## src/common/exec_pkg.sv

```systemverilog
package exec_pkg;

	// Datapath width, fixed by the instruction set
	localparam int XLEN = 32;

	// Opcode encoding of the execute stage
	typedef enum logic [4:0] {
		OP_AND   = 5'b00000,
		OP_OR    = 5'b00001,
		OP_XOR   = 5'b00010,
		OP_ADDU  = 5'b00011,
		OP_SUBU  = 5'b00100,
		OP_SLTU  = 5'b00101,
		OP_SLT   = 5'b00110,
		OP_MULTU = 5'b00111,
		OP_MULT  = 5'b01000,
		OP_SLL   = 5'b01001,        // Shift by shamt
		OP_SLLV  = 5'b01010,        // Shift by b[4:0]
		OP_SRA   = 5'b01011,
		OP_SRL   = 5'b01100,
		OP_SRAV  = 5'b01101,
		OP_SRLV  = 5'b01110,
		OP_DIV   = 5'b01111,
		OP_DIVU  = 5'b10000,
		OP_MFHI  = 5'b10001,
		OP_MFLO  = 5'b10010,
		OP_BLTZ  = 5'b10011,
		OP_BGTZ  = 5'b10100,
		OP_BEQZ  = 5'b10101,
		OP_BNEZ  = 5'b10110,
		OP_LUI   = 5'b10111,
		OP_JR    = 5'b11000
	} alu_op_e;

	// Which unit handles an operation
	typedef enum logic [1:0] {
		CLS_CORE      = 2'd0,       // Result from the core unit
		CLS_MULDIV_WR = 2'd1,       // Updates HI/LO, no output
		CLS_MULDIV_RD = 2'd2        // Reads HI or LO
	} op_class_e;

	// One operation as it enters the stage
	typedef struct packed {
		alu_op_e         op;
		logic [XLEN-1:0] a;
		logic [XLEN-1:0] b;
		logic [4:0]      shamt;
	} exec_req_t;

	// Issue register contents
	typedef struct packed {
		logic      valid;
		exec_req_t req;
		op_class_e cls;
	} issue_t;

	// Result of one execute unit
	typedef struct packed {
		logic            valid;
		logic [XLEN-1:0] result;
	} exec_res_t;

endpackage

```

## src/alu/alu_muldiv.sv

```systemverilog
`timescale 1ns/1ps

module alu_muldiv (
	input  logic                clk,
	input  logic                rst_n,
	input  exec_pkg::issue_t    iss,
	output exec_pkg::exec_res_t md_res
);
	import exec_pkg::*;

	logic [XLEN-1:0]   hi_q;
	logic [XLEN-1:0]   lo_q;
	logic              is_signed;
	logic              is_mul;
	logic              neg_a;
	logic              neg_b;
	logic [XLEN-1:0]   mag_a;
	logic [XLEN-1:0]   mag_b;
	logic [2*XLEN-1:0] mag_prod;
	logic [2*XLEN-1:0] prod;
	logic [XLEN-1:0]   mag_quo;
	logic [XLEN-1:0]   mag_rem;
	logic [XLEN-1:0]   quo;
	logic [XLEN-1:0]   rem;
	logic              div_zero;

	assign is_signed = (iss.req.op == OP_MULT) || (iss.req.op == OP_DIV);
	assign is_mul    = (iss.req.op == OP_MULT) || (iss.req.op == OP_MULTU);

	// Signed ops run on magnitudes so one multiplier and divider serve both
	assign neg_a = is_signed & iss.req.a[31];
	assign neg_b = is_signed & iss.req.b[31];
	assign mag_a = neg_a ? -iss.req.a : iss.req.a;
	assign mag_b = neg_b ? -iss.req.b : iss.req.b;

	assign mag_prod = {32'b0, mag_a} * {32'b0, mag_b};
	assign prod     = (neg_a ^ neg_b) ? -mag_prod : mag_prod;

	assign div_zero = (iss.req.b == '0);
	assign mag_quo  = div_zero ? '0 : mag_a / mag_b;
	assign mag_rem  = div_zero ? '0 : mag_a % mag_b;

	always_comb begin
		if (div_zero) begin
			quo = '1;               // All ones on divide by zero
			rem = iss.req.a;
		end else begin
			quo = (neg_a ^ neg_b) ? -mag_quo : mag_quo;    // Truncates toward zero
			rem = neg_a ? -mag_rem : mag_rem;               // Dividend sign
		end
	end

	always_ff @(posedge clk) begin
		if (!rst_n) begin
			hi_q <= '0;
			lo_q <= '0;
		end else if (iss.valid && (iss.cls == CLS_MULDIV_WR)) begin
			if (is_mul) begin
				hi_q <= prod[63:32];
				lo_q <= prod[31:0];
			end else begin
				hi_q <= rem;
				lo_q <= quo;
			end
		end
	end

	// Reads see HI/LO written at the previous edge
	assign md_res = '{
		valid:  iss.valid && (iss.cls == CLS_MULDIV_RD),
		result: (iss.req.op == OP_MFHI) ? hi_q : lo_q
	};

endmodule

```

## config.mk

```make
export PLATFORM = sky130hd
export DESIGN_NAME = alu_muldiv
export DESIGN_NICKNAME = d
export VERILOG_FILES = /design/src/common/exec_pkg.sv /design/src/alu/alu_muldiv.sv
export SDC_FILE = /design/constraint.sdc
export NUM_CORES = 2
export LEC_CHECK = 0
export BUFFER_PORTS_ARGS = -buffer_cell sky130_fd_sc_hd__buf_4
export CORE_MARGIN = 4
export CORE_UTILIZATION = 48
export CTS_CLUSTER_SIZE = 16
export DETAILED_ROUTE_END_ITERATION = 10
export PLACE_DENSITY = 0.66
export SYNTH_ARGS = -nofsm -noshare
export SYNTH_HDL_FRONTEND = slang
export SYNTH_SLANG_ARGS = --single-unit
```

## constraint.sdc

```tcl
create_clock -name clk -period 83.6 [get_ports clk]
set_input_delay 8.36 -clock clk [delete_from_list [all_inputs] [get_ports clk]]
set_output_delay 8.36 -clock clk [all_outputs]
set_load 0.1 [all_outputs]
```

# Yosys cells after proc, flatten, opt, wreduce, memory -nomap -nowiden
# Index checks and enable logic that the tools add are counted.
[op_classes] add_sub_neg=5 mul=1 div_mod_pow=2 eq_ne=6 mux=12 bitwise=3 reduce_logical=5
[ops] op="$mux W32" count=11
[ops] op="$neg A32 Y32" count=4
[ops] op="$mul A32 B32 Y64" count=1
[ops] op="$mux W64" count=1
[ops] op="$neg A64 Y64" count=1
[ops] op="$div A32 B32 Y32" count=1
[ops] op="$logic_not A32 Y1" count=1
[ops] op="$mod A32 B32 Y32" count=1
[ops] op="$eq A5 B4 Y1 const B" count=2
[ops] op="$eq A5 B3 Y1 const B" count=1
[ops] op="$eq A5 B5 Y1 const B" count=1
[ops] op="$and A1 B1 Y1" count=2
[ops] op="$eq A2 B1 Y1 const B" count=1
[ops] op="$eq A2 B2 Y1 const B" count=1
[ops] op="$logic_and A1 B1 Y1" count=2
[ops] op="$logic_or A1 B1 Y1" count=2
[ops] op="$xor A1 B1 Y1" count=1
[word_totals] register_bits=64 in_bits=79 out_inout_bits=33 elab_cells=36

# Depth between registers and ports, before layout
[logic_depth] depth_word=10 mapped_depth=382 depth_no_buf=354

# Least setup slack after synthesis
# No wires, ideal clock.
[synth_timing] path_type="in2reg" start="input port iss[7] (netlist bit)" end="register hi_q[23]" setup_ns=0.114 t_arrival_ns=85.622 required_time_ns=83.486 slack_ns=-2.136 path_stages=342 path_cell_list="clkbuf_1 > inv_1 > clkbuf_1 > ha_1 > nor4b_1 > nand4_1 > or2_1 > o31a_1 > and2_1 > buf_2 > nor4_4 > buf_4 > buf_6 > buf_4 > buf_4 > a41oi_1 > or2_2 > ha_1 > [... 306 more ...] > ha_1 > nand4_1 > or4_1 > or4_1 > a31o_2 > clkbuf_1 > nand2_1 > nor2_1 > a22oi_1 > nand2_1 > nor3_1 > nand2_1 > nor4_1 > nand3_1 > o31ai_1 > xor2_1 > a211oi_1 > a21o_1"
[synth_via] elab_chain_len=8 word_cells_on_any_way=12 cone_classes="add/sub: 3; mul: 1; div: 1; mux: 6; reduce/logical: 1"
[synth_lines] item="from (decl)" line="alu_muldiv.sv:6" source="input exec_pkg::issue_t iss,"
[synth_lines] item="$neg A32 Y32" line="alu_muldiv.sv:34" source="assign mag_b = neg_b ? -iss.req.b : iss.req.b;"
[synth_lines] item="$mux W32" line="alu_muldiv.sv:34"
[synth_lines] item="$mod A32 B32 Y32" line="alu_muldiv.sv:41" source="assign mag_rem = div_zero ? '0 : mag_a % mag_b;"
[synth_lines] item="$mux W32" line="alu_muldiv.sv:41"
[synth_lines] item="$neg A32 Y32" line="alu_muldiv.sv:49" source="rem = neg_a ? -mag_rem : mag_rem;"
[synth_lines] item="$mux W32" line="alu_muldiv.sv:49"
[synth_lines] item="$mux W32" line="alu_muldiv.sv:44" source="if (div_zero) begin"
[synth_lines] item="$mux W32 (*)" line="alu_muldiv.sv:58" source="if (is_mul) begin"
[synth_lines] item="to (signal assigned)" line="alu_muldiv.sv:59" source="hi_q <= prod[63:32];"
[synth_lines] item="to (signal assigned)" line="alu_muldiv.sv:62" source="hi_q <= rem;"
[synth_lines] item="to (decl)" line="alu_muldiv.sv:11" source="logic [XLEN-1:0] hi_q;"
# Mark *: on every way between the ends. The rest lies on a longest branch, timed or not.
# A chain may end at the register's enable or synchronous reset.

# Final worst setup path
[layout_timing] start="input port iss[71] (netlist bit)" end="register hi_q[26]"
[layout_via] elab_chain_len=10 word_cells_on_any_way=19 cone_classes="add/sub: 2; mul: 1; div: 1; eq/ne: 3; mux: 7; bitwise: 3; reduce/logical: 2"
[layout_lines] item="$eq A5 B4 Y1, on equally long branches" line="alu_muldiv.sv:27, alu_muldiv.sv:28"
[layout_lines] item="$logic_or A1 B1 Y1" line="alu_muldiv.sv:27" source="assign is_signed = (iss.req.op == OP_MULT) || (iss.req.op == OP_DIV);"
[layout_lines] item="$and A1 B1 Y1, on equally long branches" line="alu_muldiv.sv:31, alu_muldiv.sv:32"
[layout_lines] item="$mux W32, on equally long branches" line="alu_muldiv.sv:33, alu_muldiv.sv:34"
[layout_lines] item="$mod A32 B32 Y32" line="alu_muldiv.sv:41"
[layout_lines] item="$mux W32" line="alu_muldiv.sv:41"
[layout_lines] item="$neg A32 Y32" line="alu_muldiv.sv:49"
[layout_lines] item="$mux W32" line="alu_muldiv.sv:49"
[layout_lines] item="$mux W32" line="alu_muldiv.sv:44"
[layout_lines] item="$mux W32 (*)" line="alu_muldiv.sv:58"
# Marked as above.

==> flow_summary.ini <==
[worst_setup_path]
cpMaxStageDelayCell = or4_4
cp_top_family = compound AO/OA/AOI/OAI gates
cp.required_ps = 83830
cpMostUsedCell = buf_4
end_kind = flip-flop
crit_path_max_incr_delay_ps = 680
critical_path_class = primary input to flip-flop
critPathLaunchType = primary input
worstPathArrival_ps = 81080
critPathMaxFanout = 20
critPathBufInv = 60

[timing]
fmax_mhz = 12.4
post-route-period-util = 0.967
worst_slack_ps = 2750
drv_slew = 0
setup_viol = 0
worst_slew_pin_slew_ps = 1340
final_hold_viol_count = 0
period_minus_slack_ps = 80850
finClkSkew_ps = 0
slew_headroom = 0.102

[die]
fp.coreArea_um2 = 146000
start_util = 0.486
dieWidth_um = 393
io_pins = 112
dieArea_um2 = 154000
fp-row-count = 140
dieHeight_um = 393

[clocking]
clockRootBuffer = clkbuf_16
cts.sinks = 64
htreeDepth = 3
worst_skew_pair.late_latency_ps = 340
cts_buffer_depth = 2
path_clk_slew_ps = 60
cts_tree = yes
cts_buffers = 9

[yosys]
synth_cells = 9607
synth_top_area_frac = 0.253
synth.area.top_cells = fa_1 25%, ha_1 14%, nand2_1 7.6%
ys_seq_elements = 64
synthArstFlopShare = 0
syn_area_per_cell_um2 = 7.39
synth.distinct_cells = 105
yosysSeqAreaShare = 0.0180
ys_warn_count = 0
yosysTopAreaCell = fa_1
synth_edf_count = 0
synth_nets = 11400
synth_ff_type = dfxtp_1
syn_area_um2 = 71000

[final_layout]
final_layout_size_suffix_gt1_frac = 0.246
area_growth_pct = 29.3
mostFrequentLayoutCell = buf_4
fin_area_um2 = 91800
num-nets-final = 13400
layout_common_cells = 2347 x buf_4, 1437 x nand2_1, 1161 x inv_1

[placed_design]
dp_hpwl_um = 272000
port_buffers = 106
dpl_worst_slack_ps = -1600
placement.cell_area_um2 = 90100
routabilityCongestion = 1.08

[detailed_routing]
wl_um = 332000
wl_per_cell_um = 24.5
dr.pass1.iters = 8
num_vias = 81200
drc_errors = 0
viasPerCell = 5.99
ant_nets = 0
first_iter_violations = 7889

[grt]
grt_usage = 0.423
grt_overflow = 0
antenna_found_initial = 44
grt_pass1_wl_um = 492000
grt_pass1_vias = 80800
grt_max_degree = 74

[outcome]
status = complete, no violations

[run]
drv_cap = 0

[worst_hold_path]
hold_path.class = flip-flop to flip-flop
worst paths after layout:
kind                    startpoint                    end  slack (ps)  cells past startpoint
max                        iss[71]  hi_q[26]$_SDFFE_PN0P_        2750                    359
min          hi_q[20]$_SDFFE_PN0P_  hi_q[20]$_SDFFE_PN0P_         460                      1
max reg2reg  hi_q[29]$_SDFFE_PN0P_  hi_q[29]$_SDFFE_PN0P_       82870                      2
min reg2reg  hi_q[20]$_SDFFE_PN0P_  hi_q[20]$_SDFFE_PN0P_         460                      1
registers in the layout, indices dropped and copies added, names as in the netlist:
register,count
hi_q,32
lo_q,32
kinds of logic after synthesis:
kind of cell / Yosys count / synth area share
xor gates and xnor gates: 630 / 0.0778
DFF: 64 / 0.0180
muxes: 95 / 0.0147
adders and majority gates: 1700 / 0.394
buffers and inverters: 1583 / 0.0850
and+or+nand+nor: 3361 / 0.212
AOI/OAI and AO/OA: 2174 / 0.198
repair_timing:
item                       in CTS  in global routing
pin swaps                       2                 50
cloned                          0                  1
buffers inserted                2                 32
gates resized for setup        23                245
setup endpoints to repair      60                 64
hold buffers                    0                  0
routing by layer:
layer / global-route usage / vias to the layer above / part of all wire
met4: 0.235 / 28 / 0.068
met5: 0 / - / 0.00054
met3: 0.144 / 1045 / 0.13
met2: 0.642 / 4515 / 0.42
li1: - / 36400 / -
met1: 0.526 / 39100 / 0.38
cell usage after synthesis (173+ instances only):
cell type	number
a21o_1	173
a21oi_1	647
clkbuf_1	307
fa_1	897
ha_1	803
inv_1	1169
nand2_1	1446
nor2_1	906
nor3_1	195
o21ai_0	409
xnor2_1	393
xor2_1	236
stage by stage:
step	util	cells	setup TNS [ps]	hold slack [ps]
final	0.628	13500	0	465
after global routing	0.627	13500	-12070	472
after CTS	0.619	13500	0	467
after detailed placement	0.616	13500	-58860	443
after global placement	0.616	13500	-13840	433
after floorplan	-	9607	0	422
worst reg2reg max path, stage by stage, from the launching register on:
cell and delay [ps]:
dfxtp_1 360, o221ai_1 140, a31oi_1 170
cell type report:
| class | instances | area (um^2) |
|---|---|---|
| fill | 13200 | 54500 |
| sequential | 64 | 1280 |
| timing repair buffer | 2372 | 18000 |
| tap | 1917 | 2400 |
| clock inverter | 6 | 92.6 |
| clock buffer | 10 | 229 |
| multi-input combinational | 7960 | 65200 |
| antenna | 28 | 70.1 |
| inverter | 1189 | 4460 |
Power is left out: the tool's default activity adds up to more than one toggle a clock period on the data nets, which glitch-free logic cannot reach.
