===== config.mk =====
export PLATFORM = sky130hd
export DESIGN_NAME = exec_writeback
export DESIGN_NICKNAME = d
export VERILOG_FILES = /design/src/common/exec_pkg.sv /design/src/design/exec_writeback.sv
export SDC_FILE = /design/constraint.sdc
export NUM_CORES = 1
export LEC_CHECK = 0
export BUFFER_PORTS_ARGS = -buffer_cell sky130_fd_sc_hd__clkbuf_2
export CAP_MARGIN = 20
export CORE_UTILIZATION = 46
export CTS_BUF_LIST = sky130_fd_sc_hd__clkbuf_2 sky130_fd_sc_hd__clkbuf_4 sky130_fd_sc_hd__clkbuf_8
export CTS_CLUSTER_DIAMETER = 40
export CTS_CLUSTER_SIZE = 20
export DETAILED_ROUTE_END_ITERATION = 8
export PLACE_DENSITY = 0.87
export SLEW_MARGIN = 20
export SYNTH_ARGS = -nofsm -noshare
export SYNTH_HDL_FRONTEND = slang
export SYNTH_SLANG_ARGS = --single-unit

===== constraint.sdc =====
create_clock -name clk -period 3.25 [get_ports clk]
set_clock_uncertainty 0.1 [all_clocks]
set_input_delay 0.4875 -clock clk [delete_from_list [all_inputs] [get_ports clk]]
set_output_delay 0.4875 -clock clk [all_outputs]
set_load 0.03 [all_outputs]

===== src/common/exec_pkg.sv =====
package exec_pkg;

	// Datapath width, fixed by the instruction set
	localparam int XLEN = 32;

	// Opcode encoding of the execute stage
	typedef enum logic [4:0] {
		OP_AND   = 5'b00000,
		OP_OR    = 5'b00001,
		OP_XOR   = 5'b00010,
		OP_ADDU  = 5'b00011,
		OP_SUBU  = 5'b00100,
		OP_SLTU  = 5'b00101,
		OP_SLT   = 5'b00110,
		OP_MULTU = 5'b00111,
		OP_MULT  = 5'b01000,
		OP_SLL   = 5'b01001,        // Shift by shamt
		OP_SLLV  = 5'b01010,        // Shift by b[4:0]
		OP_SRA   = 5'b01011,
		OP_SRL   = 5'b01100,
		OP_SRAV  = 5'b01101,
		OP_SRLV  = 5'b01110,
		OP_DIV   = 5'b01111,
		OP_DIVU  = 5'b10000,
		OP_MFHI  = 5'b10001,
		OP_MFLO  = 5'b10010,
		OP_BLTZ  = 5'b10011,
		OP_BGTZ  = 5'b10100,
		OP_BEQZ  = 5'b10101,
		OP_BNEZ  = 5'b10110,
		OP_LUI   = 5'b10111,
		OP_JR    = 5'b11000
	} alu_op_e;

	// Which unit handles an operation
	typedef enum logic [1:0] {
		CLS_CORE      = 2'd0,       // Result from the core unit
		CLS_MULDIV_WR = 2'd1,       // Updates HI/LO, no output
		CLS_MULDIV_RD = 2'd2        // Reads HI or LO
	} op_class_e;

	// One operation as it enters the stage
	typedef struct packed {
		alu_op_e         op;
		logic [XLEN-1:0] a;
		logic [XLEN-1:0] b;
		logic [4:0]      shamt;
	} exec_req_t;

	// Issue register contents
	typedef struct packed {
		logic      valid;
		exec_req_t req;
		op_class_e cls;
	} issue_t;

	// Result of one execute unit
	typedef struct packed {
		logic            valid;
		logic [XLEN-1:0] result;
	} exec_res_t;

endpackage


===== src/design/exec_writeback.sv =====
`timescale 1ns/1ps

module exec_writeback (
	input  logic                clk,
	input  logic                rst_n,
	input  exec_pkg::exec_res_t core_res,
	input  exec_pkg::exec_res_t md_res,
	output logic                out_valid,
	output logic [31:0]         result,
	output logic                zero
);
	import exec_pkg::*;

	logic            valid_d;
	logic [XLEN-1:0] sel_result;

	// The two sources are never valid together
	assign valid_d    = core_res.valid | md_res.valid;
	assign sel_result = core_res.valid ? core_res.result : md_res.result;

	always_ff @(posedge clk) begin
		if (!rst_n) begin
			out_valid <= 1'b0;
		end else begin
			out_valid <= valid_d;
		end
	end

	// Result and flag hold between strobes
	always_ff @(posedge clk) begin
		if (valid_d) begin
			result <= sel_result;
			zero   <= (sel_result == '0);
		end
	end

endmodule


; Word-level counts from Yosys, hierarchy flattened
; Index checks and enable logic that the tools add are counted.
; W data, S select, Z words.
[op_classes]
mux = 1
n_bitwise = 1
reduce_logical = 1
[ops]
columns = operator, count
row1 = $logic_not A32 Y1, 1
row2 = $mux W32, 1
row3 = $or A1 B1 Y1, 1
[totals]
reg_bits = 34
output_inout_bits = 34
elab_cells = 6

; Logic depth before layout (Yosys ltp)
; Gate-level depths: netlist of run 1.
[depth]
depth_word = 2
mapped_depth = 5
mapped_depth_nobuf = 4

; Least setup slack after synthesis of run 1
; OpenSTA, ideal clock, no wires.
[synth_path]
path_type = input -> register
start = in core_res[32] (netlist name)
end = reg out_valid
setup_ns = 0.115
arrival_ns = 1.558
t_required_ns = 3.035
setup_slack_ns = 1.477
stages = 4
n_path_buf = 2
path_cell_list = buf_6 buf_2 or2_2 and2_1
[synth_between]
elab_chain_cells = 1
[synth_lines]
columns = element, line_no
row1 = "start, declared", exec_writeback.sv:6  ; input exec_pkg::exec_res_t core_res,
row2 = $or A1 B1 Y1, exec_writeback.sv:18  ; assign valid_d = core_res.valid | md_res.valid;
row3 = named net valid_d, exec_writeback.sv:14  ; logic valid_d;
row4 = "end signal, assigned", exec_writeback.sv:25  ; out_valid <= valid_d;
row5 = "end, declared", exec_writeback.sv:8  ; output logic out_valid,
; The timed path passes the listed nets, and every way through them passes these cells.
; A chain may end at the register's enable or synchronous reset.

; Worst setup path in the final report of run 1
[layout_path]
start = in core_res[32] (netlist name)
end = reg zero (data pin)
[layout_between]
elab_chain_cells = 2
[layout_lines]
columns = element, line_no
row1 = $mux W32, exec_writeback.sv:19  ; assign sel_result = core_res.valid ? core_res.result : md_res.result;
row2 = $logic_not A32 Y1, exec_writeback.sv:33  ; zero <= (sel_result == '0);
row3 = "end signal, assigned", exec_writeback.sv:33
row4 = "end, declared", exec_writeback.sv:10  ; output logic zero
; No other way between the ends.

==> results of run 1 <==
==> cell type report <==
type                    count  area [um^2]
flip-flops and latches     34         1010
fillers                   233          975
clock inverters             2         8.76
well taps                  44         55.1
clock buffers               6         45.0
repair buffers            102          513
multi-input cells          58          520
==> worst max-delay path by stage <==
stage | end | startpoint | cells past startpoint
final | zero$_DFFE_PP_ | core_res[32] | 6
after global routing | zero$_DFFE_PP_ | core_res[32] | 6
after CTS | zero$_DFFE_PP_ | core_res[32] | 6
after detailed placement | zero$_DFFE_PP_ | core_res[32] | 6
after global placement | zero$_DFFE_PP_ | core_res[32] | 6
after floorplan | out_valid$_SDFF_PN0_ | core_res[32] | 4
==> cells in the mapped netlist (2+ instances only) <==
library cell | n | area [um^2]
nand4_1 | 2 | 12.5
buf_2 | 3 | 15.0
nor4_1 | 10 | 62.6
mux2_2 | 32 | 360
edfxtp_1 | 33 | 991
nor3_1 | 2 | 10.0
nand3_1 | 2 | 10.0
nor2_1 | 2 | 7.51
o22ai_1 | 2 | 12.5
==> per-layer routing <==
layer | vias up | part of all wire [%] | routed length (um) | GRT usage [%]
li1 | 598 | - | - | -
met1 | 595 | 35 | 1270 | 20.5
met2 | 65 | 56 | 2030 | 40.7
met3 | 11 | 7.2 | 264 | 7.14
met4 | 0 | 2.2 | 82 | 9.30
met5 | - | 0 | 0 | 0
==> state kept, by name (all words and copies together), names as in the netlist <==
name / cells
out_valid: 1
zero: 1
result: 32
==> power by group through the flow <==
stage          sequential, mW  clock, mW  combinational (mW)
2_1_floorplan           0.654          0              0.0530
3_3_place_gp            0.556          0               0.243
3_5_place_dp            0.557          0               0.249
4_1_cts                 0.547      0.228               0.249
5_1_grt                 0.551      0.247               0.263
6_report                0.546      0.220               0.248
==> metrics by stage <==
stage | total power [mW] | std cells | hold WS [ns] | area [um^2]
2_1_floorplan | 0.707 | 96 | 0.509 | 1560
3_3_place_gp | 0.799 | 238 | 0.591 | 2100
3_5_place_dp | 0.806 | 238 | 0.597 | 2100
4_1_cts | 1.02 | 246 | 0.245 | 2150
5_1_grt | 1.06 | 246 | 0.255 | 2150
6_report | 1.01 | 246 | 0.260 | 2150
==> critical path: stages <==
cell and delay [ns]:
clkbuf_2 0.29, buf_4 0.34, nor4b_1 0.28, nand4_1 0.13
o22ai_1 0.13, and3_1 0.16
==> logic make-up after synthesis <==
kind of cell | Yosys count | synth area share [%]
muxes | 32 | 23.1
buffers and inverters | 4 | 1.69
and+or+nand+nor | 24 | 9.48
DFF | 34 | 64.9
AOI/OAI and AO/OA | 2 | 0.803
==> reports/metrics.yaml, run 1 <==
pwr:
  peakVddDrop_v: 0.000274
  combPwrFrac_pct: 24.5
  switching_share_pct: 29.6
  p_seq_share_pct: 53.9
  p_clk_share_pct: 21.7
  powerDensity_mw_per_mm2: 471
  power.leakage_nw: 0.956
  p_switching_mw: 0.301
  p_int_mw: 0.714
critical_path:
  cp_max_fo: 22
  crit_path_end_kind: "register"
  startpoint_type: "input pin"
  cp.required_ns: 3.35
  arrival_ns: 1.83
  path_class: "in -> reg"
hold_path:
  min_path_type: "in -> reg"
  hold_start: "rst_n"
  hold_depth: 2
  min_to: "out_valid$_SDFF_PN0_"
routing:
  wl_um: 3650
  vias: 1269
  drc: 0
  wl_per_cell_um: 14.8
  vias_per_cell: 5.16
  drt-initial-drc-count: 39
  antenna_left: 0
  drtPass1Iterations: 4
synth:
  synth_fp_nets: 164
  syn_area_mm2: 0.00156
  yosysSeqAreaShare_pct: 64.9
  synth_edf_count: 33
  avgSynthCellArea_um2: 16.2
  netlist_instances: 96
  async_flop_share_pct: 0
  synthFlopType: "edfxtp_1"
  ys_seq_elements: 34
  ys_warn_count: 0
  synth_cell_type_count: 17
placement:
  portBuffers: 101
  dp_slack_ns: 1.16
  hpwl_um: 2950
  gp_congestion: 0.791
floorplan:
  rows: 20
  ios: 102
  start_util_pct: 49.8
  core-area_mm2: 0.00313
  dieWidth_um: 60.2
  dieArea_mm2: 0.00362
  die_h_um: 60.2
global_route:
  grt_max_degree: 35
  grt_pass1_wl_um: 5410
  grt_overflow_total: 0
  antenna_found_initial: 0
  grt_pass1_vias: 1271
  track_usage_pct: 21.4
clock_network:
  cts-root-buf: "clkbuf_4"
  ctsResizeCount: 0
  cts_sinks: 34
  cts_hold_buf: 0
  post_cts.repair.setup_buffers: 0
  cts_buffers: 5
  clock_path_buffers: 2
  htree_levels: 2
  cts.clk_slew.worst_paths_ns: 0.10
  cts_tree: "done"
sta:
  fmax_mhz: 579
  fin_crit_sh_pct: 53.1
  rsz0062_at_grt: "false"
  finalHoldViolCount: 0
  setup_viol: 0
  period_needed_ns: 1.73
  worst_slack_ns: 1.52
  relSlewSlack_pct: 48.1
  fin_setup_tns_ns: 0
  worstMarginPinSlew_ns: 0.779
  maxSlewViolCount: 0
layout:
  diodes: 0
  final_common_cell: "clkbuf_2"
  utilization_pct: 68.8
  syn_to_final_growth_pct: 38.2
  final_cell_mix: "clkbuf_2, edfxtp_1, mux2_2"
  nets: 269
  drive_gt1_share_pct: 70.3
run_status:
  status: "completed"
run:
  maxCapViolations: 0
(Power assumes the default switching activity.)
==> run 2, diff against run 1 <==
--- a/config.mk
+++ b/config.mk
@@ -7,12 +7,12 @@
 export LEC_CHECK = 0
 export BUFFER_PORTS_ARGS = -buffer_cell sky130_fd_sc_hd__clkbuf_2
 export CAP_MARGIN = 20
-export CORE_UTILIZATION = 46
+export CORE_UTILIZATION = 39
 export CTS_BUF_LIST = sky130_fd_sc_hd__clkbuf_2 sky130_fd_sc_hd__clkbuf_4 sky130_fd_sc_hd__clkbuf_8
 export CTS_CLUSTER_DIAMETER = 40
 export CTS_CLUSTER_SIZE = 20
 export DETAILED_ROUTE_END_ITERATION = 8
-export PLACE_DENSITY = 0.87
+export PLACE_DENSITY = 0.78
 export SLEW_MARGIN = 20
 export SYNTH_ARGS = -nofsm -noshare
 export SYNTH_HDL_FRONTEND = slang
==> constraint.sdc (replaced) <==
create_clock -name clk -period 1.52 [get_ports clk]
set_clock_uncertainty 0.1 [all_clocks]
set_input_delay 0.228 -clock clk [delete_from_list [all_inputs] [get_ports clk]]
set_output_delay 0.228 -clock clk [all_outputs]
set_load 0.03 [all_outputs]
==> run 2 against run 1 <==
Against the previous run:
- first-iteration DRC count is 23% lower
- setup slack worse by 1.3 ns
- total power up 130%
- flip-flop and latch count stayed put
- die area rose by 17%
- critical path type unchanged
- global-route usage decreased by 3.1 points
- via count is 1.9% higher
- cell count grew 4.9%
- highest routed layer unchanged
- non-clock buffer count increased by 9
- critical path depth stayed put
- hold slack got worse by 0.18 ns
- largest power group unchanged
- utilization is 7.9 points lower
==> reports/metrics.yaml, run 2 (synthesized netlist as in run 1, its figures left out) <==
run_status:
  status: "completed"
layout:
  final_common_cell: "clkbuf_2"
  syn_to_final_growth_pct: 46.4
  top_regs: "result x32, out_valid x1, zero x1"
  largest_register: "result"
  final_cell_mix: "clkbuf_2, edfxtp_1, mux2_2"
  largest_reg_flops: 32  # unchanged
  nets: 278  # +3.3%
  design_area_mm2: 0.00228  # +5.9%
  diodes: 0  # unchanged
  drive_gt1_share_pct: 71.9  # +1.6 points
  final_cell_count_no_fill: 258  # +4.9%
placement:
  portBuffers: 101  # unchanged
  gp_congestion: 0.769  # -2.8%
  hpwl_um: 2910  # -1.4%
  dp_cells: 251  # +5.5%
  dpl_cell_area_mm2: 0.00220  # +4.6%
critical_path:
  arrival_ns: 1.32  # -0.51 ns
  critPathTopFamily: "simple AND/OR/NAND/NOR gates"
  cp_max_fo: 11  # -50%
  crit_slowest_cell: "nor4b_1"
  crit_path_end_kind: "register"
  path_class: "in -> reg"
  path_cells: "clkbuf_2 -> buf_4 -> nor4b_1 -> nand4_1 -> o22ai_1 -> and3_1"
  cp.required_ns: 1.57  # -1.78 ns
  critPathMaxStageDelay_ns: 0.24  # -0.10 ns
  path_buf_inv: 2  # unchanged
  startpoint_type: "input pin"
floorplan:
  ios: 102  # unchanged
  dieArea_mm2: 0.00425  # +17%
  die_h_um: 65.2  # +8.3%
  core-area_mm2: 0.00374  # +20%
  start_util_pct: 41.6  # -8.2 points
  dieWidth_um: 65.2  # +8.3%
  rows: 22  # +10%
global_route:
  globalRouteMet3Util_pct: 6.25  # -0.89 points
  grt_max_degree: 24  # -31%
  busiest_layer: "met2"
  antenna_found_initial: 0  # unchanged
  grt_pass1_wl_um: 5720  # +5.7%
  track_usage_pct: 18.3  # -3.1 points
  grt_pass1_vias: 1303  # +2.5%
  grt_overflow_total: 0  # unchanged
  grt_util_met2_pct: 33.4  # -7.3 points
  use_met1_pct: 19.1  # -1.5 points
pwr:
  peakVddDrop_v: 0.000646  # +140%
  powerDensity_mw_per_mm2: 1040  # +120%
  total_power_mw: 2.37  # +130%
  power.leakage_nw: 1.02  # +7.0%
routing:
  wl_per_cell_um: 14.0  # -5.6%
  wl_um: 3620  # -1.0%
  vias_per_cell: 5.01  # -2.8%
  drc: 0  # unchanged
  drtPass1Iterations: 4  # unchanged
  antenna_left: 0  # unchanged
  vias: 1293  # +1.9%
  drt-initial-drc-count: 30  # -23%
clock_network:
  cts-root-buf: "clkbuf_8"
  cts_hold_buf: 0  # unchanged
  htree_levels: 2  # unchanged
  cts_sinks: 34  # unchanged
  cts.clk_slew.worst_paths_ns: 0.06  # -0.04 ns
  clock_path_buffers: 2  # unchanged
  ctsResizeCount: 0  # unchanged
  cts_tree: "done"
  cts_buffers: 5  # unchanged
  post_cts.repair.setup_buffers: 0  # unchanged
sta:
  maxSlewViolCount: 0  # unchanged
  setup_viol: 0  # unchanged
  worstMarginPinSlew_ns: 0.369  # -0.410 ns
  rsz0062_at_grt: "false"
  relSlewSlack_pct: 75.2  # +27 points
  holdWs_ns: 0.0840  # -0.176 ns
  period_needed_ns: 1.27
  fmax_mhz: 788
  fin_crit_sh_pct: 83.5
  finalHoldViolCount: 0  # unchanged
hold_path:
  min_path_type: "in -> reg"
run:
  maxCapViolations: 0  # unchanged
run 2: changes by cell type in the layout (fill, tap and decap cells not counted), sizes merged:
cell | previous run | this run
clkinv | 2 | 0
buf | 1 | 10
clkbuf | 107 | 108
run 2: layout make-up:
class | instances | area (um^2)
Clock buffer | 7 | 83.8
Tap cell | 48 | 60.1
Sequential cell | 34 | 1010
Multi-Input combinational cell | 58 | 520
Fill cell | 315 | 1460
Timing Repair Buffer | 111 | 606
run 2: final timing paths:
path                          from                    to  slack [ns]  depth (start not counted)
worst max-delay path  core_res[32]        zero$_DFFE_PP_        0.25                          6
worst min-delay path         rst_n  out_valid$_SDFF_PN0_        0.08                          2
run 2: per-stage QoR:
step	setup slack [ns]	TNS (ns)	util [%]
after global placement	-0.0216	-0.0220	58.7
after CTS	0.232	0	60.9
after detailed placement	-0.0609	-0.132	58.7
after floorplan	0.00626	0	-
after global routing	0.181	0	60.9
final	0.251	0	60.9
run 2: power breakdown:
| group | internal (mW) | switching (mW) | leakage, nW | total, mW |
|---|---|---|---|---|
| Combinational | 0.212 | 0.339 | 0.632 | 0.551 |
| Sequential | 1.14 | 0.0263 | 0.345 | 1.17 |
| Clock | 0.351 | 0.296 | 0.0452 | 0.646 |
| Total | 1.71 | 0.661 | 1.02 | 2.37 |
run 2: per-layer routing:
metal,part of all wire (%),up-vias,routed length [um]
li1,-,620,-
met1,37,609,1340
met2,54,60,1950
met3,7.8,4,281
met4,1.2,0,45
met5,0,-,0
