===== config.mk =====
export PLATFORM = sky130hd
export DESIGN_NAME = alu_issue
export DESIGN_NICKNAME = d
export VERILOG_FILES = /design/src/common/exec_pkg.sv /design/src/alu/alu_issue.sv
export SDC_FILE = /design/constraint.sdc
export NUM_CORES = 1
export LEC_CHECK = 0
export BUFFER_PORTS_ARGS = -buffer_cell sky130_fd_sc_hd__buf_2
export CORE_MARGIN = 8
export CORE_UTILIZATION = 35
export DETAILED_ROUTE_END_ITERATION = 12
export GPL_ROUTABILITY_DRIVEN = 1
export PLACE_DENSITY = 0.68
export SLEW_MARGIN = 5
export SYNTH_ARGS = -nofsm -noshare
export SYNTH_HDL_FRONTEND = slang
export SYNTH_SLANG_ARGS = --single-unit

===== constraint.sdc =====
create_clock -name clk -period 1.5 [get_ports clk]
set_input_delay 0.225 -clock clk [delete_from_list [all_inputs] [get_ports clk]]
set_output_delay 0.225 -clock clk [all_outputs]
set_load 0.03 [all_outputs]

===== src/common/exec_pkg.sv =====
package exec_pkg;

	// Datapath width, fixed by the instruction set
	localparam int XLEN = 32;

	// Opcode encoding of the execute stage
	typedef enum logic [4:0] {
		OP_AND   = 5'b00000,
		OP_OR    = 5'b00001,
		OP_XOR   = 5'b00010,
		OP_ADDU  = 5'b00011,
		OP_SUBU  = 5'b00100,
		OP_SLTU  = 5'b00101,
		OP_SLT   = 5'b00110,
		OP_MULTU = 5'b00111,
		OP_MULT  = 5'b01000,
		OP_SLL   = 5'b01001,        // Shift by shamt
		OP_SLLV  = 5'b01010,        // Shift by b[4:0]
		OP_SRA   = 5'b01011,
		OP_SRL   = 5'b01100,
		OP_SRAV  = 5'b01101,
		OP_SRLV  = 5'b01110,
		OP_DIV   = 5'b01111,
		OP_DIVU  = 5'b10000,
		OP_MFHI  = 5'b10001,
		OP_MFLO  = 5'b10010,
		OP_BLTZ  = 5'b10011,
		OP_BGTZ  = 5'b10100,
		OP_BEQZ  = 5'b10101,
		OP_BNEZ  = 5'b10110,
		OP_LUI   = 5'b10111,
		OP_JR    = 5'b11000
	} alu_op_e;

	// Which unit handles an operation
	typedef enum logic [1:0] {
		CLS_CORE      = 2'd0,       // Result from the core unit
		CLS_MULDIV_WR = 2'd1,       // Updates HI/LO, no output
		CLS_MULDIV_RD = 2'd2        // Reads HI or LO
	} op_class_e;

	// One operation as it enters the stage
	typedef struct packed {
		alu_op_e         op;
		logic [XLEN-1:0] a;
		logic [XLEN-1:0] b;
		logic [4:0]      shamt;
	} exec_req_t;

	// Issue register contents
	typedef struct packed {
		logic      valid;
		exec_req_t req;
		op_class_e cls;
	} issue_t;

	// Result of one execute unit
	typedef struct packed {
		logic            valid;
		logic [XLEN-1:0] result;
	} exec_res_t;

endpackage


===== src/alu/alu_issue.sv =====
`timescale 1ns/1ps

module alu_issue (
	input  logic                clk,
	input  logic                rst_n,
	input  logic                in_valid,
	input  exec_pkg::exec_req_t in_req,
	output exec_pkg::issue_t    iss
);
	import exec_pkg::*;

	logic      valid_q;
	exec_req_t req_q;
	op_class_e cls_d;
	op_class_e cls_q;

	// Decode the unit once here, later stages steer on the class
	always_comb begin
		case (in_req.op)
			OP_MULT, OP_MULTU, OP_DIV, OP_DIVU: cls_d = CLS_MULDIV_WR;
			OP_MFHI, OP_MFLO:                   cls_d = CLS_MULDIV_RD;
			default:                            cls_d = CLS_CORE;
		endcase
	end

	always_ff @(posedge clk) begin
		if (!rst_n) begin
			valid_q <= 1'b0;
		end else begin
			valid_q <= in_valid;    // One slot per cycle, no stall
		end
	end

	// Operands only load on a strobe
	always_ff @(posedge clk) begin
		if (in_valid) begin
			req_q <= in_req;
			cls_q <= cls_d;
		end
	end

	assign iss = '{
		valid: valid_q,
		req:   req_q,
		cls:   cls_q
	};

endmodule


# After elaboration in Yosys (flattened, before gate mapping)
# Cells that the tools add are included.
# totals
elab_cells,15
out_inout_bits,77
latch_bits,0
inputBits,77
reg_bits,77
rom_bits,0
ram_bits,0
memories,0
# op_classes
muxes,1
n_addsub,0
n_eq_ne,6
n_reduce_logical,2
div,0
bitwise_logic,0
n_lt_le_gt_ge,0
shift,0
n_mul,0
# ops
operator,count
$eq A5 B5 Y1 const B,3
$eq A5 B4 Y1 const B,2
$eq A5 B3 Y1 const B,1
$pmux W2 S2,1
$reduce_or A4 Y1,1
$reduce_or A2 Y1,1

# Depth between registers and ports, before layout
# Gate-level depths: netlist (run 1).
# logic_depth
ltp_word,3
depth_mapped,2
ltp_nobuf,2

# Worst setup path before layout (run 1)
# OpenSTA, ideal clock, no wires.
# synth_timing
path_type,register to output
startpoint,reg cls_q[0]
endpoint,out iss[0] in the netlist's numbering
required_ns,1.275
t_arrival_ns,0.496
slack_ns,0.779
path_stages_with_launch,1
path_buffers,0
path_cell_list,edfxtp_1
# synth_lines
element,line_no,rtl
from (decl),alu_issue.sv:15,op_class_e cls_q;
from (signal assigned),alu_issue.sv:38,cls_q <= cls_d;
to (decl),alu_issue.sv:8,output exec_pkg::issue_t iss
# No word-level cell between the ends.

# Final worst setup path (run 1)
# layout_timing
startpoint,"reg req_q, in the netlist iss[4]"
endpoint,out iss[4] in the netlist's numbering
# layout_lines
element,line_no,rtl
from (decl),alu_issue.sv:13,exec_req_t req_q;
from (signal assigned),alu_issue.sv:37,req_q <= in_req;
# No word-level cell between the ends.

==> results.py, run 1 <==
metrics = {
    "place": {
        "place_hpwl_mm": 4.299,
        "port-buffer-count": 153,
        "dp_cells": 317,
        "place_congestion": 0.6573,
    },
    "synthesis": {
        "netlist_area_mm2": 0.002374,
        "yosysWarnings": 0,
        "synth_area_per_cell_um2": 28.26,
        "synth-seq-cells": 77,
        "synth_cells": 84,
        "yosysSeqAreaShare": 0.9700,
        "synth.distinct_cells": 8,
        "syn_nets": 161,
    },
    "pwr": {
        "p_per_area_mw_per_mm2": 1433,
        "power_leakage_nw": 1.487,
        "total_power_mw": 4.977,
        "vdd_ir_drop_max_mv": 0.7607,
    },
    "cts": {
        "post_cts_resized": 0,
        "hold_buffers": 0,
        "path_clk_slew_ps": 80,
        "cts-root-buf": "clkbuf_8",
        "numCtsBuffers": 9,
        "post_cts_buffers": 0,
        "clockBufferDepth": 2,
        "cts_sinks": 77,
        "cts_tree": "done",
        "cts_max_level": 3,
    },
    "global_route": {
        "grt-ovfl-total": 0,
        "grt_max_degree": 78,
        "grt_pass1_vias": 1626,
        "grt_usage": 0.1203,
        "antenna_found_initial": 0,
        "grt_pass1_wl_mm": 8.583,
    },
    "routing": {
        "vias": 1426,
        "drc_errors": 0,
        "first_pass_iters": 4,
        "ant_nets": 0,
        "post_drt_wl_per_cell_um": 17.35,
        "drt-total-wl_mm": 5.776,
        "drtIter0Drc": 57,
        "vias_per_cell": 4.282,
    },
    "floorplanning": {
        "die_w_um": 98.35,
        "ios": 154,
        "fp.dieArea_mm2": 0.009673,
        "die_h_um": 98.35,
        "core_mm2": 0.006681,
        "start_util": 0.3552,
        "rows": 30,
    },
    "cells_and_area": {
        "area.growth.synth_to_final_pct": 46.39,
        "final_nets": 325,
        "fin_cells": 333,
        "drive_above_1_share": 0.6759,
        "antenna_cells": 0,
    },
    "sta": {
        "hold_ws_ps": 52.66,
        "maxSlewViolCount": 0,
        "tns_ps": 0,
        "finalHoldViolCount": 0,
        "timing.final.crit_share": 0.7694,
        "period_minus_slack_ps": 1154,
        "max_freq_mhz": 866.4,
        "grt_setup_unrepaired": "no",
        "tightest_slew_ps": 405.9,
        "relSlewSlack": 0.7294,
        "setup-violations-final": 0,
    },
    "flow_run": {
        "maxCapViolations": 0,
    },
    "critical_path": {
        "path_max_fanout": 1,
        "crit_chain": "buf_2",
        "cp-end-kind": "output port",
        "cpMaxStageDelayCell": "edfxtp_1",
        "crit_buf_inv": 1,
        "path_class": "reg2out",
        "critPathRequiredTime_ps": 1270,
        "cp-start-kind": "flip-flop",
        "cp.arrival_ps": 930,
        "slowest_delay_ps": 390,
        "cp_top_family": "flip-flops",
    },
    "outcome": {
        "outcome": "complete, no violations",
    },
    "hold_path": {
        "holdCritPathClass": "in2reg",
    },
}
==> synth_stat cells <==
cell type  instances  share of area
edfxtp_1          76           0.96
xnor2_1            2         0.0074
and2_1             1         0.0026
buf_4              1         0.0032
dfxtp_1            1         0.0084
nand4b_1           1         0.0037
nor4b_2            1         0.0063
o41ai_2            1         0.0069
==> state kept, by name, indices dropped and copies added (netlist names) <==
name and cells:
valid_q 1, cls_q 2, iss 74
==> cells in the final DEF, fill, tap and decap left out <==
master / n
bufinv_16: 2
edfxtp_1: 76
inv_8: 1
clkbuf_1: 1
buf_12: 1
clkbuf_8: 9
nand4b_1: 1
xnor2_1: 2
inv_6: 1
buf_2: 153
o41ai_2: 1
nor4b_2: 1
and2_1: 1
dfxtp_1: 1
clkinvlp_4: 2
==> metrics by stage <==
step | worst slack (ps) | util | instance area [µm²]
3_3_place_gp | 467.5 | 0.4867 | 3252
6_report | 345.8 | 0.5200 | 3475
3_5_place_dp | 448.4 | 0.4867 | 3252
5_1_grt | 288.7 | 0.5200 | 3475
2_1_floorplan | 779.4 | - | 2374
4_1_cts | 314.6 | 0.5200 | 3475
==> per-layer routing <==
metal  part of all wire  GRT usage  vias to the layer above  routed length [µm]
met5                  0          0                        -                   0
met4              0.021    0.08146                        0                 119
met1               0.35     0.1076                      655                2001
met2               0.47     0.1879                       93                2719
li1                   -          -                      668                   -
met3               0.16    0.08819                       10                 935
==> kinds of logic after synthesis <==
logic type / Yosys count / share of synthesized area
DFF: 77 / 0.9700
and+or+nand+nor: 3 / 0.01265
xor gates and xnor gates: 2 / 0.007381
AOI/OAI and AO/OA: 1 / 0.006855
buffers and inverters: 1 / 0.003164
==> final timing paths <==
kind,from,to,slack [ps],cells past startpoint
setup / recovery,iss[4],iss[4],350,1
hold / removal,in_req[1],iss[3],50,1
==> report_power, final <==
part / internal, mW / leakage (nW) / total [mW] / switching (mW)
Clock: 0.955 / 0.105 / 1.72 / 0.770
Combinational: 0.188 / 0.630 / 0.669 / 0.481
Sequential: 2.55 / 0.752 / 2.58 / 0.0362
==> final cells by class <==
type / count / area [µm²]
Tap cell: 80 / 100.1
Multi-Input combinational cell: 6 / 63.81
Clock inverter: 6 / 95.09
Sequential cell: 77 / 2302
Fill cell: 577 / 3207
Timing Repair Buffer: 154 / 785.8
Clock buffer: 10 / 127.6
Note: power is estimated with default switching activity, not from simulation.
==> inputs of run 2 (changes only) <==
==> constraint.sdc (replaced) <==
create_clock -name clk -period 1.2 [get_ports clk]
set_input_delay 0.18 -clock clk [delete_from_list [all_inputs] [get_ports clk]]
set_output_delay 0.18 -clock clk [all_outputs]
set_load 0.03 [all_outputs]
==> results.py, run 2 (same netlist as run 1, synthesis figures left out) <==
metrics = {
    "cells_and_area": {
        "final_nets": 383,
        "mostFrequentLayoutCells": "buf_2, edfxtp_1, dlygate4sd3_1",
        "post-route-util": 0.6047,
        "antenna_cells": 0,
        "area.growth.synth_to_final_pct": 70.22,
        "drive_above_1_share": 0.5563,
        "final_common_cell": "buf_2",
        "largest_reg_flops": 74,
    },
    "critical_path": {
        "cpMaxStageDelayCell": "edfxtp_1",
        "crit_buf_inv": 1,
        "path_class": "reg2out",
        "critPathRequiredTime_ps": 1020,
        "slowest_delay_ps": 400,
        "cp.arrival_ps": 930,
        "crit_chain": "buf_2",
        "cp-start-kind": "flip-flop",
        "cp-end-kind": "output port",
        "cp_top_family": "flip-flops",
        "path_max_fanout": 1,
    },
    "place": {
        "port-buffer-count": 153,
        "place_congestion": 0.6816,
        "place_hpwl_mm": 4.531,
    },
    "cts": {
        "path_clk_slew_ps": 80,
        "cts_max_level": 3,
        "numCtsBuffers": 9,
        "clockBufferDepth": 2,
        "cts_tree": "done",
        "post_cts_buffers": 0,
        "cts_sinks": 77,
        "cts-root-buf": "clkbuf_8",
    },
    "floorplanning": {
        "start_util": 0.3552,
        "ios": 154,
        "die_w_um": 98.35,
        "fp.dieArea_mm2": 0.009673,
        "rows": 30,
        "core_mm2": 0.006681,
        "die_h_um": 98.35,
    },
    "global_route": {
        "grt_usage": 0.1451,
        "grt_max_degree": 45,
        "antenna_found_initial": 0,
        "grt-ovfl-total": 0,
        "grt_pass1_wl_mm": 10.30,
        "grt_pass1_vias": 1955,
    },
    "outcome": {
        "outcome": "complete, no violations",
    },
    "sta": {
        "period_minus_slack_ps": 1111,
        "finalHoldViolCount": 0,
        "tightest_slew_ps": 283.2,
        "maxSlewViolCount": 0,
        "max_freq_mhz": 900.0,
        "tns_ps": 0,
        "relSlewSlack": 0.8092,
        "timing.final.crit_share": 0.9259,
        "grt_setup_unrepaired": "no",
        "setup-violations-final": 0,
    },
    "pwr": {
        "pwr-share-seq": 0.525,
        "p_per_area_mw_per_mm2": 1525,
        "combinationalPowerShare": 0.164,
        "vdd_ir_drop_max_mv": 1.130,
        "power.internal_mw": 4.515,
        "sw_frac_of_total": 0.2670,
        "pwr-share-clk": 0.311,
        "power_leakage_nw": 1.729,
        "power_switching_mw": 1.645,
    },
    "routing": {
        "post_drt_wl_per_cell_um": 18.01,
        "vias_per_cell": 4.256,
        "ant_nets": 0,
        "drtIter0Drc": 62,
        "first_pass_iters": 4,
        "vias": 1664,
        "drt-total-wl_mm": 7.042,
        "drc_errors": 0,
    },
    "flow_run": {
        "maxCapViolations": 0,
    },
    "hold_path": {
        "holdCritPathClass": "in2reg",
    },
}
==> run 2: cell count changes in the layout (fill, tap and decap cells not counted), sizes merged <==
cell | before | now
clkinv | 0 | 4
clkinvlp | 2 | 1
buf | 154 | 155
bufinv | 2 | 1
clkbuf | 10 | 9
inv | 2 | 1
dlygate4sd3 | 0 | 57
==> run 2: worst paths after layout <==
| check | startpoint | endpoint | slack (ps) | depth (start not counted) |
|---|---|---|---|---|
| worst max-delay path | iss[16] | iss[16] | 90 | 1 |
| worst min-delay path | in_req[64] | iss[66] | 20 | 1 |
==> run 2: through the flow <==
stage	cells	worst slack (ps)	instance area [µm²]	hold slack, ps	total power, mW
3_3_place_gp	318	303.3	3272	356.0	4.135
2_1_floorplan	84	524.4	2374	278.9	3.754
3_5_place_dp	318	294.0	3272	358.1	4.154
5_1_grt	391	42.89	4040	2.003	6.382
6_report	391	88.91	4040	24.77	6.160
4_1_cts	387	70.35	4000	0.7329	6.219
==> run 2: power by group through the flow <==
stage / registers (mW) / logic (mW) / clock network (mW)
floorplan: 3.73 / 0.0191 / 0
global placement: 3.28 / 0.851 / 0
detailed placement: 3.29 / 0.861 / 0
CTS: 3.23 / 0.996 / 1.99
global route: 3.26 / 1.06 / 2.07
finish: 3.24 / 1.01 / 1.91
==> run 2: layout make-up <==
cell class	count	area, µm²
clock buffer	9	123.9
multi-input combinational	6	63.81
timing repair buffer	212	1376
sequential	77	2302
tap	80	100.1
fill	508	2641
clock inverter	7	73.82
==> run 2: repair_timing <==
| item | CTS | global route |
|---|---|---|
| endpoints found under the hold margin | 53 | 4 |
| gates resized for setup | 0 | 0 |
| hold buffers | 53 | 4 |
==> run 2: routing by layer <==
layer | GRT usage | part of all wire | up-vias | wire [µm]
li1 | - | - | 783 | -
met2 | 0.2559 | 0.52 | 96 | 3670
met1 | 0.1260 | 0.33 | 775 | 2345
met3 | 0.08890 | 0.13 | 10 | 894
met4 | 0.07084 | 0.019 | 0 | 131
met5 | 0 | 0 | - | 0
==> inputs of run 3 (changes only) <==
--- a/config.mk
+++ b/config.mk
@@ -11,6 +11,7 @@
 export DETAILED_ROUTE_END_ITERATION = 12
 export GPL_ROUTABILITY_DRIVEN = 1
 export PLACE_DENSITY = 0.68
+export SETUP_SLACK_MARGIN = 0.5
 export SLEW_MARGIN = 5
 export SYNTH_ARGS = -nofsm -noshare
 export SYNTH_HDL_FRONTEND = slang
==> results.py, run 3 (same netlist as run 1, synthesis figures left out) <==
metrics = {
    "outcome": {
        "outcome": "complete, no violations",
    },
    "routing": {
        "drc_errors": 0,
        "vias_per_cell": 4.384,
        "first_pass_iters": 4,
        "drt-total-wl_mm": 7.437,
        "post_drt_wl_per_cell_um": 20.38,
        "ant_nets": 0,
        "drtIter0Drc": 67,
        "vias": 1600,
    },
    "cells_and_area": {
        "postLayoutCellArea_mm2": 0.004308,
        "mostFrequentLayoutCells": "buf_6, edfxtp_1, buf_2",
        "antenna_cells": 0,
        "final_nets": 357,
        "largest_reg_flops": 74,
        "fin_cells": 365,
        "final_common_cell": "buf_6",
        "area.growth.synth_to_final_pct": 81.50,
        "post-route-util": 0.6448,
        "drive_above_1_share": 0.6105,
    },
    "global_route": {
        "grt_pass1_wl_mm": 10.08,
        "grt_max_degree": 45,
        "grt-ovfl-total": 0,
        "grt.met3_usage": 0.09531,
        "antenna_found_initial": 0,
        "grt_pass1_vias": 1838,
        "grt_usage": 0.1433,
        "busiest_layer": "met2",
        "grtUsageMet2": 0.2444,
        "grt_use_met1": 0.1201,
    },
    "sta": {
        "finalHoldViolCount": 0,
        "setup-violations-final": 0,
        "timing.final.crit_share": 0.9242,
        "maxSlewViolCount": 0,
        "period_minus_slack_ps": 1109,
        "tightest_slew_ps": 249.6,
        "relSlewSlack": 0.8318,
        "max_freq_mhz": 901.6,
        "grt_setup_unrepaired": "yes",
        "tns_ps": 0,
    },
    "pwr": {
        "vdd_ir_drop_max_mv": 1.319,
        "p_per_area_mw_per_mm2": 1490,
        "power_leakage_nw": 1.943,
        "total_power_mw": 6.417,
    },
    "floorplanning": {
        "fp.dieArea_mm2": 0.009673,
        "die_w_um": 98.35,
        "start_util": 0.3552,
        "rows": 30,
        "ios": 154,
        "die_h_um": 98.35,
        "core_mm2": 0.006681,
    },
    "cts": {
        "cts-root-buf": "clkbuf_8",
        "cts_sinks": 77,
        "path_clk_slew_ps": 80,
        "cts_tree": "done",
        "numCtsBuffers": 9,
        "cts_max_level": 3,
        "clockBufferDepth": 2,
    },
    "critical_path": {
        "slowest_delay_ps": 430,
        "path_class": "reg2out",
        "path_max_fanout": 1,
        "crit_chain": "buf_6",
        "cp-start-kind": "flip-flop",
        "cpMaxStageDelayCell": "edfxtp_1",
        "crit_buf_inv": 1,
        "critPathRequiredTime_ps": 1020,
        "cp-end-kind": "output port",
        "cp.arrival_ps": 930,
        "cp_top_family": "flip-flops",
    },
    "place": {
        "placed_cell_area_mm2": 0.003272,
        "port-buffer-count": 153,
        "place_hpwl_mm": 4.531,
        "place_congestion": 0.6816,
        "dp_cells": 318,
    },
    "flow_run": {
        "maxCapViolations": 0,
    },
    "hold_path": {
        "holdCritPathClass": "in2reg",
    },
}
## run 3: cell types whose count changed in the layout (fill, tap and decap cells not counted), sizes merged
cell	previous run	this run
dlygate4sd3	57	13
dlymetal6s4s	0	18
## run 3: layout make-up
type,instances,area (µm²)
Tap cell,80,100.1
Clock buffer,9,123.9
Multi-Input combinational cell,6,63.81
Sequential cell,77,2303
Fill cell,469,2374
Clock inverter,7,73.82
Timing Repair Buffer,186,1643
## run 3: stage by stage
step	hold slack [ps]	setup slack, ps
floorplan	278.9	524.4
global placement	356.0	303.3
detailed placement	358.1	294.0
CTS	-9.982	83.49
global route	-8.886	51.53
finish	12.31	90.90
## run 3: worst paths after layout
check | from | end | slack (ps) | cells past startpoint
max | iss[16] | iss[16] | 90 | 1
min | in_req[3] | iss[5] | 10 | 1
## run 3: repair_timing
action / CTS / global route
endpoints found under the hold margin: 53 / 33
setup endpoints to repair: 77 / 95
setup buffers: 0 / 0
resized for setup: 155 / 18
hold buffers: 23 / 8
## run 3: power breakdown
group	internal (mW)	switching [mW]	total [mW]
Combinational	0.553	0.641	1.19
Clock	0.967	0.959	1.93
Sequential	3.19	0.103	3.30
## run 3: routing by layer
metal,part of all wire,up-vias
met5,0,-
met4,0.027,0
met3,0.14,20
met2,0.53,105
met1,0.31,743
li1,-,732
